### src/puzzle_params.svh
`ifndef PUZZLE_PARAMS_SVH
`define PUZZLE_PARAMS_SVH

// Puzzle geometry
`define PUZZLE_ARG_RANKS 4
`define PUZZLE_MAX_COLS 16

// One number holds up to 9999
`define PUZZLE_ARG_WIDTH 14

// Index widths into the row stores
`define PUZZLE_ROW_WIDTH 2
`define PUZZLE_COL_WIDTH 4

// Four 14-bit factors need 56 bits
`define PUZZLE_PROBLEM_WIDTH 56
`define PUZZLE_TOTAL_WIDTH 64

`define PUZZLE_BYTE_WIDTH 8

`endif

### src/puzzle_pkg.sv
`include "puzzle_params.svh"

package puzzle_pkg;

    typedef logic [`PUZZLE_BYTE_WIDTH-1:0] byte_t;
    typedef logic [`PUZZLE_ROW_WIDTH-1:0] arg_row_t;
    typedef logic [`PUZZLE_COL_WIDTH-1:0] arg_col_t;
    typedef logic [`PUZZLE_ARG_WIDTH-1:0] arg_data_t;
    typedef logic [`PUZZLE_PROBLEM_WIDTH-1:0] problem_t;
    typedef logic [`PUZZLE_TOTAL_WIDTH-1:0] total_t;

    // Count of number rows, 0 to PUZZLE_ARG_RANKS
    typedef logic [`PUZZLE_ROW_WIDTH:0] rows_t;

    // One finished number headed for the row stores
    typedef struct packed {
        arg_row_t  row;
        arg_col_t  col;
        arg_data_t data;
    } arg_wr_t;

    // One column to solve; mult high selects product
    typedef struct packed {
        arg_col_t col;
        rows_t    rows;
        logic     mult;
    } solve_req_t;

endpackage

### src/tap_decoder.sv
`timescale 1ns/1ns
`include "puzzle_params.svh"

module tap_decoder (
    input  logic              tck,
    input  logic              rst,
    input  logic              tdi,
    input  logic              ir_is_user,
    input  logic              shift_dr,
    input  logic              update_dr,
    output puzzle_pkg::byte_t byte_data,
    output logic              byte_valid
);

    puzzle_pkg::byte_t shift_reg;

    // TDI enters at the top so the first bit shifted ends up as bit 0
    always_ff @(posedge tck) begin
        if (rst) begin
            shift_reg <= '0;
        end else if (shift_dr && ir_is_user) begin
            shift_reg <= {tdi, shift_reg[`PUZZLE_BYTE_WIDTH-1:1]};
        end
    end

    always_ff @(posedge tck) begin
        if (rst) begin
            byte_valid <= 1'b0;
        end else begin
            byte_valid <= update_dr && ir_is_user;
        end
    end

    // Byte is held until the next update
    always_ff @(posedge tck) begin
        if (update_dr && ir_is_user) begin
            byte_data <= shift_reg;
        end
    end

endmodule

### src/input_decoder.sv
`timescale 1ns/1ns
`include "puzzle_params.svh"

module input_decoder (
    input  logic                   tck,
    input  logic                   rst,
    input  puzzle_pkg::byte_t      byte_data,
    input  logic                   byte_valid,
    output puzzle_pkg::arg_wr_t    arg_wr,
    output logic                   arg_wr_valid,
    output puzzle_pkg::solve_req_t solve_req,
    output logic                   solve_valid
);

    puzzle_pkg::rows_t     row_cnt;
    puzzle_pkg::arg_col_t  col;
    logic                  col_full;
    puzzle_pkg::arg_data_t acc;
    logic                  digit_seen;
    logic                  op_row;

    logic                  is_digit;
    logic                  is_space;
    logic                  is_newline;
    logic                  is_op;
    logic                  num_end;
    logic                  col_step;
    logic                  pos_ok;
    puzzle_pkg::arg_data_t acc_next;

    always_comb begin
        is_digit   = (byte_data >= 8'h30) && (byte_data <= 8'h39);
        is_space   = (byte_data == 8'h20);
        is_newline = (byte_data == 8'h0a);
        is_op      = (byte_data == 8'h2b) || (byte_data == 8'h2a);
        // Operator row ignores separators
        num_end    = byte_valid && !op_row && (is_space || is_newline);
        col_step   = byte_valid && ((is_space && !op_row) || is_op);
        pos_ok     = (row_cnt < puzzle_pkg::rows_t'(`PUZZLE_ARG_RANKS)) && !col_full;
        // acc * 10 as two shifts, plus the low nibble of the ASCII digit
        acc_next   = (acc << 3) + (acc << 1) + puzzle_pkg::arg_data_t'(byte_data[3:0]);
    end

    // Number accumulation
    always_ff @(posedge tck) begin
        if (rst) begin
            acc        <= '0;
            digit_seen <= 1'b0;
        end else if (byte_valid && is_digit && !op_row) begin
            acc        <= acc_next;
            digit_seen <= 1'b1;
        end else if (num_end) begin
            acc        <= '0;
            digit_seen <= 1'b0;
        end
    end

    // Row and column position
    always_ff @(posedge tck) begin
        if (rst) begin
            row_cnt  <= '0;
            col      <= '0;
            col_full <= 1'b0;
            op_row   <= 1'b0;
        end else begin
            if (num_end && is_newline) begin
                col      <= '0;
                col_full <= 1'b0;
                // Saturates so a fifth row stays out of range
                if (row_cnt < puzzle_pkg::rows_t'(`PUZZLE_ARG_RANKS)) begin
                    row_cnt <= row_cnt + 1'b1;
                end
            end else if (col_step) begin
                if (col == puzzle_pkg::arg_col_t'(`PUZZLE_MAX_COLS - 1)) begin
                    col_full <= 1'b1;
                end
                col <= col + 1'b1;
            end
            if (byte_valid && is_op) begin
                op_row <= 1'b1;
            end
        end
    end

    always_ff @(posedge tck) begin
        if (rst) begin
            arg_wr_valid <= 1'b0;
            solve_valid  <= 1'b0;
        end else begin
            arg_wr_valid <= num_end && digit_seen && pos_ok;
            solve_valid  <= byte_valid && is_op && !col_full;
        end
    end

    always_ff @(posedge tck) begin
        if (byte_valid) begin
            arg_wr.row     <= row_cnt[`PUZZLE_ROW_WIDTH-1:0];
            arg_wr.col     <= col;
            arg_wr.data    <= acc;
            solve_req.col  <= col;
            solve_req.rows <= row_cnt;
            solve_req.mult <= (byte_data == 8'h2a);
        end
    end

endmodule

### src/arg_row_store.sv
`timescale 1ns/1ns
`include "puzzle_params.svh"

module arg_row_store #(
    parameter int RANK = 0
) (
    input  logic                  tck,
    input  puzzle_pkg::arg_wr_t   arg_wr,
    input  logic                  arg_wr_valid,
    input  puzzle_pkg::arg_col_t  rd_col,
    output puzzle_pkg::arg_data_t rd_data
);

    puzzle_pkg::arg_data_t mem [`PUZZLE_MAX_COLS];

    logic row_match;

    // Writes are broadcast and only this rank's row is kept
    always_comb begin
        row_match = (arg_wr.row == puzzle_pkg::arg_row_t'(RANK));
    end

    always_ff @(posedge tck) begin
        if (arg_wr_valid && row_match) begin
            mem[arg_wr.col] <= arg_wr.data;
        end
    end

    // Registered read, one cycle behind the solve request
    always_ff @(posedge tck) begin
        rd_data <= mem[rd_col];
    end

endmodule

### src/column_solver.sv
`timescale 1ns/1ns
`include "puzzle_params.svh"

module column_solver (
    input  logic                   tck,
    input  logic                   rst,
    input  puzzle_pkg::solve_req_t solve_req,
    input  logic                   solve_valid,
    input  puzzle_pkg::arg_data_t  rd_data [`PUZZLE_ARG_RANKS],
    output puzzle_pkg::total_t     grand_total
);

    puzzle_pkg::solve_req_t req_d;
    logic                   req_valid_d;

    puzzle_pkg::problem_t   operand [`PUZZLE_ARG_RANKS];
    puzzle_pkg::problem_t   col_sum;
    puzzle_pkg::problem_t   col_prod;

    puzzle_pkg::problem_t   problem;
    logic                   problem_valid;

    // Stage one lines the request up with the store read data
    always_ff @(posedge tck) begin
        if (rst) begin
            req_valid_d <= 1'b0;
        end else begin
            req_valid_d <= solve_valid;
        end
    end

    always_ff @(posedge tck) begin
        req_d <= solve_req;
    end

    // Missing ranks become the identity of the selected operation
    always_comb begin
        col_sum  = '0;
        col_prod = puzzle_pkg::problem_t'(1);
        for (int k = 0; k < `PUZZLE_ARG_RANKS; k++) begin
            if (puzzle_pkg::rows_t'(k) < req_d.rows) begin
                operand[k] = puzzle_pkg::problem_t'(rd_data[k]);
            end else if (req_d.mult) begin
                operand[k] = puzzle_pkg::problem_t'(1);
            end else begin
                operand[k] = '0;
            end
            col_sum  = col_sum + operand[k];
            col_prod = col_prod * operand[k];
        end
    end

    // Stage two registers the column result
    always_ff @(posedge tck) begin
        if (rst) begin
            problem_valid <= 1'b0;
        end else begin
            problem_valid <= req_valid_d;
        end
    end

    always_ff @(posedge tck) begin
        problem <= req_d.mult ? col_prod : col_sum;
    end

    // Stage three keeps the running total
    always_ff @(posedge tck) begin
        if (rst) begin
            grand_total <= '0;
        end else if (problem_valid) begin
            grand_total <= grand_total + puzzle_pkg::total_t'(problem);
        end
    end

endmodule

### src/tap_encoder.sv
`timescale 1ns/1ns
`include "puzzle_params.svh"

module tap_encoder (
    input  logic               tck,
    input  logic               rst,
    input  puzzle_pkg::total_t grand_total,
    input  logic               ir_is_user,
    input  logic               capture_dr,
    input  logic               shift_dr,
    output logic               tdo
);

    puzzle_pkg::total_t shift_reg;

    // Capture takes the live total and shifting sends it out LSB first
    always_ff @(posedge tck) begin
        if (rst) begin
            shift_reg <= '0;
        end else if (ir_is_user) begin
            if (capture_dr) begin
                shift_reg <= grand_total;
            end else if (shift_dr) begin
                shift_reg <= {1'b0, shift_reg[`PUZZLE_TOTAL_WIDTH-1:1]};
            end
        end
    end

    assign tdo = shift_reg[0];

endmodule

### src/user_logic.sv
`timescale 1ns/1ns
`include "puzzle_params.svh"

module user_logic (
    input  logic tck,
    input  logic rst,
    input  logic tdi,
    output logic tdo,
    input  logic ir_is_user,
    input  logic capture_dr,
    input  logic shift_dr,
    input  logic update_dr
);

    puzzle_pkg::byte_t      byte_data;
    logic                   byte_valid;

    puzzle_pkg::arg_wr_t    arg_wr;
    logic                   arg_wr_valid;
    puzzle_pkg::solve_req_t solve_req;
    logic                   solve_valid;

    puzzle_pkg::arg_data_t  rd_data [`PUZZLE_ARG_RANKS];
    puzzle_pkg::total_t     grand_total;

    tap_decoder tap_decoder_i (
        .tck        (tck),
        .rst        (rst),
        .tdi        (tdi),
        .ir_is_user (ir_is_user),
        .shift_dr   (shift_dr),
        .update_dr  (update_dr),
        .byte_data  (byte_data),
        .byte_valid (byte_valid)
    );

    input_decoder input_decoder_i (
        .tck          (tck),
        .rst          (rst),
        .byte_data    (byte_data),
        .byte_valid   (byte_valid),
        .arg_wr       (arg_wr),
        .arg_wr_valid (arg_wr_valid),
        .solve_req    (solve_req),
        .solve_valid  (solve_valid)
    );

    // One column memory per number row
    for (genvar r = 0; r < `PUZZLE_ARG_RANKS; r++) begin : gen_rank
        arg_row_store #(
            .RANK (r)
        ) arg_row_store_i (
            .tck          (tck),
            .arg_wr       (arg_wr),
            .arg_wr_valid (arg_wr_valid),
            .rd_col       (solve_req.col),
            .rd_data      (rd_data[r])
        );
    end

    column_solver column_solver_i (
        .tck         (tck),
        .rst         (rst),
        .solve_req   (solve_req),
        .solve_valid (solve_valid),
        .rd_data     (rd_data),
        .grand_total (grand_total)
    );

    tap_encoder tap_encoder_i (
        .tck         (tck),
        .rst         (rst),
        .grand_total (grand_total),
        .ir_is_user  (ir_is_user),
        .capture_dr  (capture_dr),
        .shift_dr    (shift_dr),
        .tdo         (tdo)
    );

endmodule

### config.mk
export PLATFORM = sky130hd
export DESIGN_NAME = user_logic
export DESIGN_NICKNAME = d
export VERILOG_FILES = /design/src/puzzle_pkg.sv /design/src/tap_decoder.sv /design/src/input_decoder.sv /design/src/arg_row_store.sv /design/src/column_solver.sv /design/src/tap_encoder.sv /design/src/user_logic.sv
export VERILOG_INCLUDE_DIRS = /design/src /design/src/src
export SDC_FILE = /design/constraint.sdc
export NUM_CORES = 2
export LEC_CHECK = 0
export ABC_CLOCK_PERIOD_IN_PS = 21800
export BUFFER_PORTS_ARGS = -buffer_cell sky130_fd_sc_hd__buf_2
export CAP_MARGIN = 20
export CORE_MARGIN = 1.5
export CORE_UTILIZATION = 60
export DETAILED_ROUTE_END_ITERATION = 10
export PLACE_DENSITY = 0.76
export SKIP_CTS_REPAIR_TIMING = 1
export SLEW_MARGIN = 25
export SYNTH_ARGS = -nofsm -noshare
export SYNTH_HDL_FRONTEND = slang
export SYNTH_HIERARCHICAL = 1
export SYNTH_SLANG_ARGS = --single-unit
### constraint.sdc
create_clock -name tck -period 21.8 [get_ports tck]
set_input_delay 1.09 -clock tck [delete_from_list [all_inputs] [get_ports tck]]
set_output_delay 1.09 -clock tck [all_outputs]
set_load 0.005 [all_outputs]
# After elaboration in Yosys (flattened, before gate mapping)
# Memory sizes are Yosys's and may differ from the RTL's. A register that Yosys moved wholly into a read port is not among the register bits.
# Cells that the tools add are included.
# word_totals
ram_bits	896
out_inout_bits	1
inputBits	7
regBits	257
word_cells	104
n_memories	4
# mem_list
memory	words	word_bits	rd	rd_ports_with_merged_regs	write_ports	line_no	text
gen_rank[0].arg_row_store_i.mem	16	14	1	1	1	arg_row_store.sv:14	puzzle_pkg::arg_data_t mem [`PUZZLE_MAX_COLS];
gen_rank[1].arg_row_store_i.mem	16	14	1	1	1	arg_row_store.sv:14	
gen_rank[2].arg_row_store_i.mem	16	14	1	1	1	arg_row_store.sv:14	
gen_rank[3].arg_row_store_i.mem	16	14	1	1	1	arg_row_store.sv:14	
# classes
n_eq_ne	8
multipliers	3
n_lt_le_gt_ge	7
reduce_logical	31
addsub	8
mux	20
# op_table
cell	n
$mux W56	3
$mux W64	2
$add A56 B14 Y56	2
$mul A56 B14 Y56	2
$add A64 B56 Y64	1
$add A56 B56 Y56	1
$mul A56 B56 Y56	1
$mux W14	4
$eq A8 B6 Y1 const B	3
$logic_and A1 B1 Y1	19
$add A14 B14 Y14	1
$add A14 B4 Y14	1
$mux W1	11
$eq A8 B4 Y1 const B	1
$ge A8 B6 Y1 const B	1
$le A8 B6 Y1 const B	1
$lt A1 B3 Y1 const A	2
$lt A2 B3 Y1 const A	2
$reduce_and A2 Y1	3
$add A4 B1 Y4 const B	1
$eq A2 B2 Y1 const B	2
$eq A4 B4 Y1 const B	1
$reduce_bool A2 Y1	2
$add A3 B1 Y3 const B	1
6 further kinds	9

# Longest topological paths before layout
# depth
word_depth	6
ltp_mapped	81
depth_no_buf	77

# Modules after synthesis
# The synthesis kept the hierarchy.
# modules_own_cells
module	cells_per_inst	area_each_um2	seq_area_each_um2	n_inst
column_solver	6208	52282.6	2522.4	1
arg_row_store (gen_rank[1].arg_row_store_i ...)	381	8775.9	7006.7	2
arg_row_store (gen_rank[0].arg_row_store_i)	381	8773.4	7006.7	1
arg_row_store (gen_rank[3].arg_row_store_i)	380	8769.7	7006.7	1
tap_encoder	293	3607.2	1281.2	1
input_decoder	215	2392.3	1181.1	1
tap_decoder	39	590.6	420.4	1

# Worst setup path before layout
# Ideal clock, no wire load.
# synth_path
path_kind	reg-to-reg
startpoint	register column_solver_i/req_d[3] (netlist name)
endpoint	register column_solver_i.problem[55]
synth_period_minus_slack_ns	17.967
n_path_buf	3
setup_ns	0.128
required_ns	21.672
setup_slack_ns	3.833
t_arrival_ns	17.839
path_stages_with_launch	74
cell_sequence	dfxtp_1 clkbuf_1 or3_1 mux2i_1 clkinv_1 nand2_1 fa_1 fa_1 fa_1 fa_1 fa_1 fa_1 inv_1 ha_1 clkbuf_1 a21oi_1 o22ai_1 nor3_1 [38 not listed] inv_1 ha_1 ha_1 inv_1 fa_1 inv_1 ha_1 a21o_1 a21o_1 a21o_1 a211oi_1 o31a_1 o211ai_1 a2111oi_0 o21bai_1 xnor3_1 xnor3_1 nor2_1
# synth_via
elab_chain_len	6
word_cells_on_any_way	15
classes_between	3 x add/sub; 3 x mul; 4 x order compare; 5 x mux
# synth_rtl
item	line_no	text
from (decl)	column_solver.sv:13	puzzle_pkg::solve_req_t req_d;
from (signal assigned)	column_solver.sv:33	req_d <= solve_req;
$lt A1 B3 Y1	column_solver.sv:41	if (puzzle_pkg::rows_t'(k) < req_d.rows) begin
$mux W56	column_solver.sv:41	
$mul A56 B56 Y56 or $add A56 B56 Y56 (tied branches)	column_solver.sv:49, column_solver.sv:48	
$mul A56 B14 Y56 or $add A56 B14 Y56 (tied branches) (2 in series)	column_solver.sv:49, column_solver.sv:48	
$mux W56 *	column_solver.sv:63	problem <= req_d.mult ? col_prod : col_sum;
to (signal assigned)	column_solver.sv:63	
to (decl)	column_solver.sv:20	puzzle_pkg::problem_t problem;
# Mark *: on every way between the ends. The rest lies on a longest branch, timed or not.
# A chain may end at the register's enable or synchronous reset.

# Worst setup path in the final report
# layout_path
startpoint	register column_solver_i/req_d[2] (netlist name)
endpoint	register column_solver_i.problem[55]
# The elaborated chain is that of the path after synthesis.

==> run summary <==
### CTS
• count of H-tree levels built during CTS: 3
• CTS buffer count: 116
• Clock Root Buffer: clkbuf_16
• clock tree from TritonCTS: done
• CTS max path bufs: 3
• Clk Latency, worst-skew pair: 0.79 ns
• total clock sinks: 1,207
• clock-pin slew on the worst setup and hold paths: 0.06 ns

### Place
• sum of net half-perimeters after detailed placement: 167,000 µm
• final weighted congestion in routability-driven placement: 0.954
• port buffer count: 7

### Logic synthesis
• unique cell type count in the Yosys netlist: 107
• Post-Syn Area: 94,000 µm²
• cell with the most instances after synthesis: inv_1
• top post-synthesis cells by area: edfxtp_1 30%, fa_1 22%, ha_1 8.6%
• share of flip-flops with an asynchronous set or reset: 0%
• number of synthesized register bits: 1,207
• prevailing post-synth register cell: edfxtp_1
• count of warnings emitted by yosys: 6
• cell type contributing the most total cell area after synthesis: edfxtp_1
• mean area per synthesized cell: 11.4 µm²
• EDFF count, synth: 926
• top post-synthesis cells by count: 1,499 x inv_1, 1,056 x fa_1, 926 x edfxtp_1
• post-synthesis instance total: 8,278
• share of the synthesized area in the top cell type: 29.6%
• net count after synthesis: 9,990
• fraction of the yosys area taken by sequential cells: 35.6%

### Worst setup path
• CP Data Required Time: 22.43 ns
• reg2reg start: column_solver_i/req_d[2]
• CP endpoint kind: flip-flop
• Worst path slowest cell: xnor2_2
• classification of the worst setup path: flip-flop to flip-flop
• kind of start point of the critical path: flip-flop
• most frequent cell on the critical path: fa_1
• critical path launch point: column_solver_i/req_d[2]
• worst reg-to-reg setup slack: 1.58 ns
• worst setup path end: column_solver_i/problem[55]
• number of cells on the worst reg-to-reg path: 75
• CP Max Fanout: 74
• data arrival time of the critical path: 20.85 ns
• Reg-to-Reg End: column_solver_i/problem[55]
• delay of the slowest critical-path stage: 0.62 ns

### Detailed routing
• DRC violations left: 0
• number of nets still failing antenna checks after routing: 0
• routed via count: 61,200
• final wirelength: 231,000 µm
• total iterations of the first detailed-routing run: 6
• final routed wire length divided by cell count: 22.2 µm
• drt via density: 5.89
• initial drt markers: 5,290

### Timing
• worst clock skew: 0.104 ns
• final count of pins violating max slew: 0
• Final Setup Violations: 0
• hold violation count in the final report: 0
• worst slew margin relative to its limit: 26.0%
• total negative slack: 0 ns
• Period minus WS final: 20.22 ns
• final critical-path share of the clock period: 92.7%
• Worst Tran Pin Value: 1.11 ns
• Max Fclk: 0.0495 GHz
• RSZ-0062 raised after global routing: false

### Layout
• flip-flop count of the largest register after layout: 896
• ratio of cells with drive above 1 in the final layout: 9.08%
• Finished Core Util: 64.4%
• filler cell count in the final layout: 11,700
• flip-flop and latch area: 33,400 µm²
• Post-layout nets: 9,932
• P&R area growth vs syn: 6.73%
• area occupied by multi-input gates: 53,400 µm²

### Global route
• via count of the first global-routing pass: 63,900
• global route overflow: 0
• wire length of the first global-routing pass: 362,000 µm
• largest net degree at the start of global routing: 133
• GRT Overall Usage: 29.6%
• antenna violations before repair: 6

### Floorplan
• Die X-Extent: 399 µm
• Top-Level Pins: 8
• area enclosed by the die boundary: 159,000 µm²
• area of the core region: 156,000 µm²
• Std-Cell Rows: 145
• Vert. Die Dim: 399 µm
• Starting Density: 60.3%

### Status
• status: completed

### Hold path
• min-delay worst type: flip-flop to flip-flop

### Flow run
• total of max-cap violations: 0

## kinds of logic after synthesis
logic type / Yosys count / share of synthesized area [%]
xor+xnor: 217 / 2.08
fa+ha+maj: 1705 / 31.1
flops: 1207 / 35.6
mux: 349 / 6.70
simple gates: 2142 / 10.2
buf+inv: 1853 / 7.77
compound gates: 805 / 6.48
## per-stage QoR
stage / setup WS [ns] / area (µm²) / instances / hold slack [ns]
floorplan: 3.83 / 94000 / 8278 / 0.323
global placement: 1.97 / 96300 / 10200 / 0.327
detailed placement: 1.67 / 96400 / 10200 / 0.347
CTS: 1.63 / 100000 / 10400 / 0.362
global route: 0.299 / 100000 / 10400 / 0.361
finish: 1.58 / 100000 / 10400 / 0.357
## critical path: cells and delay by family (launching register included)
kind / cells / cell delay (ns)
adders and majority gates: 25 / 10.15
AOI/OAI and AO/OA: 20 / 4.50
and+or+nand+nor: 11 / 2.57
buffers and inverters: 16 / 1.31
xor gates and xnor gates: 3 / 1.19
DFF: 1 / 0.36
## cell type report
class,instances,area share [%]
inverter,1508,5.64
timing repair buffer,169,1.27
multi-input combinational,5218,53.3
clock inverter,70,0.752
clock buffer,150,3.13
sequential,1207,33.3
tap,2058,2.57
antenna,5,0.0125
## placed cells by master (no fill, tap or decap), drive strengths merged, types with 131 or more instances in the layout
cell type,Yosys,layout
inv,1500,1506
fa,1056,1056
edfxtp,926,926
nand2,877,877
ha,649,649
nor2,645,645
dfxtp,281,281
mux4,224,224
buf,87,169
a21oi,167,167
clkbuf,258,150
and3,134,134
xnor2,131,131
## routing by layer
metal / share of wire [%] / GRT usage [%] / vias to the layer above
li1: - / - / 27100
met1: 40 / 39.5 / 30900
met2: 48 / 48.6 / 2665
met3: 8.5 / 5.22 / 515
met4: 4.2 / 11.3 / 2
met5: 0.0056 / 0 / -
## worst min path at each step
stage,slack (ns),to,start,cells after the start
6_report,0.36,column_solver_i/req_d[0],input_decoder_i/solve_req[0],0
3_5_place_dp,0.35,column_solver_i/req_d[0],input_decoder_i/solve_req[0],0
4_1_cts,0.36,column_solver_i/req_d[0],input_decoder_i/solve_req[0],0
5_1_grt,0.36,column_solver_i/req_d[0],input_decoder_i/solve_req[0],0
2_1_floorplan,0.32,column_solver_i/req_d[0],input_decoder_i/solve_req[0],0
3_3_place_gp,0.33,column_solver_i/req_d[0],input_decoder_i/solve_req[0],0
Power is left out: the tool's default activity adds up to more than one toggle a clock period on the data nets, which glitch-free logic cannot reach.
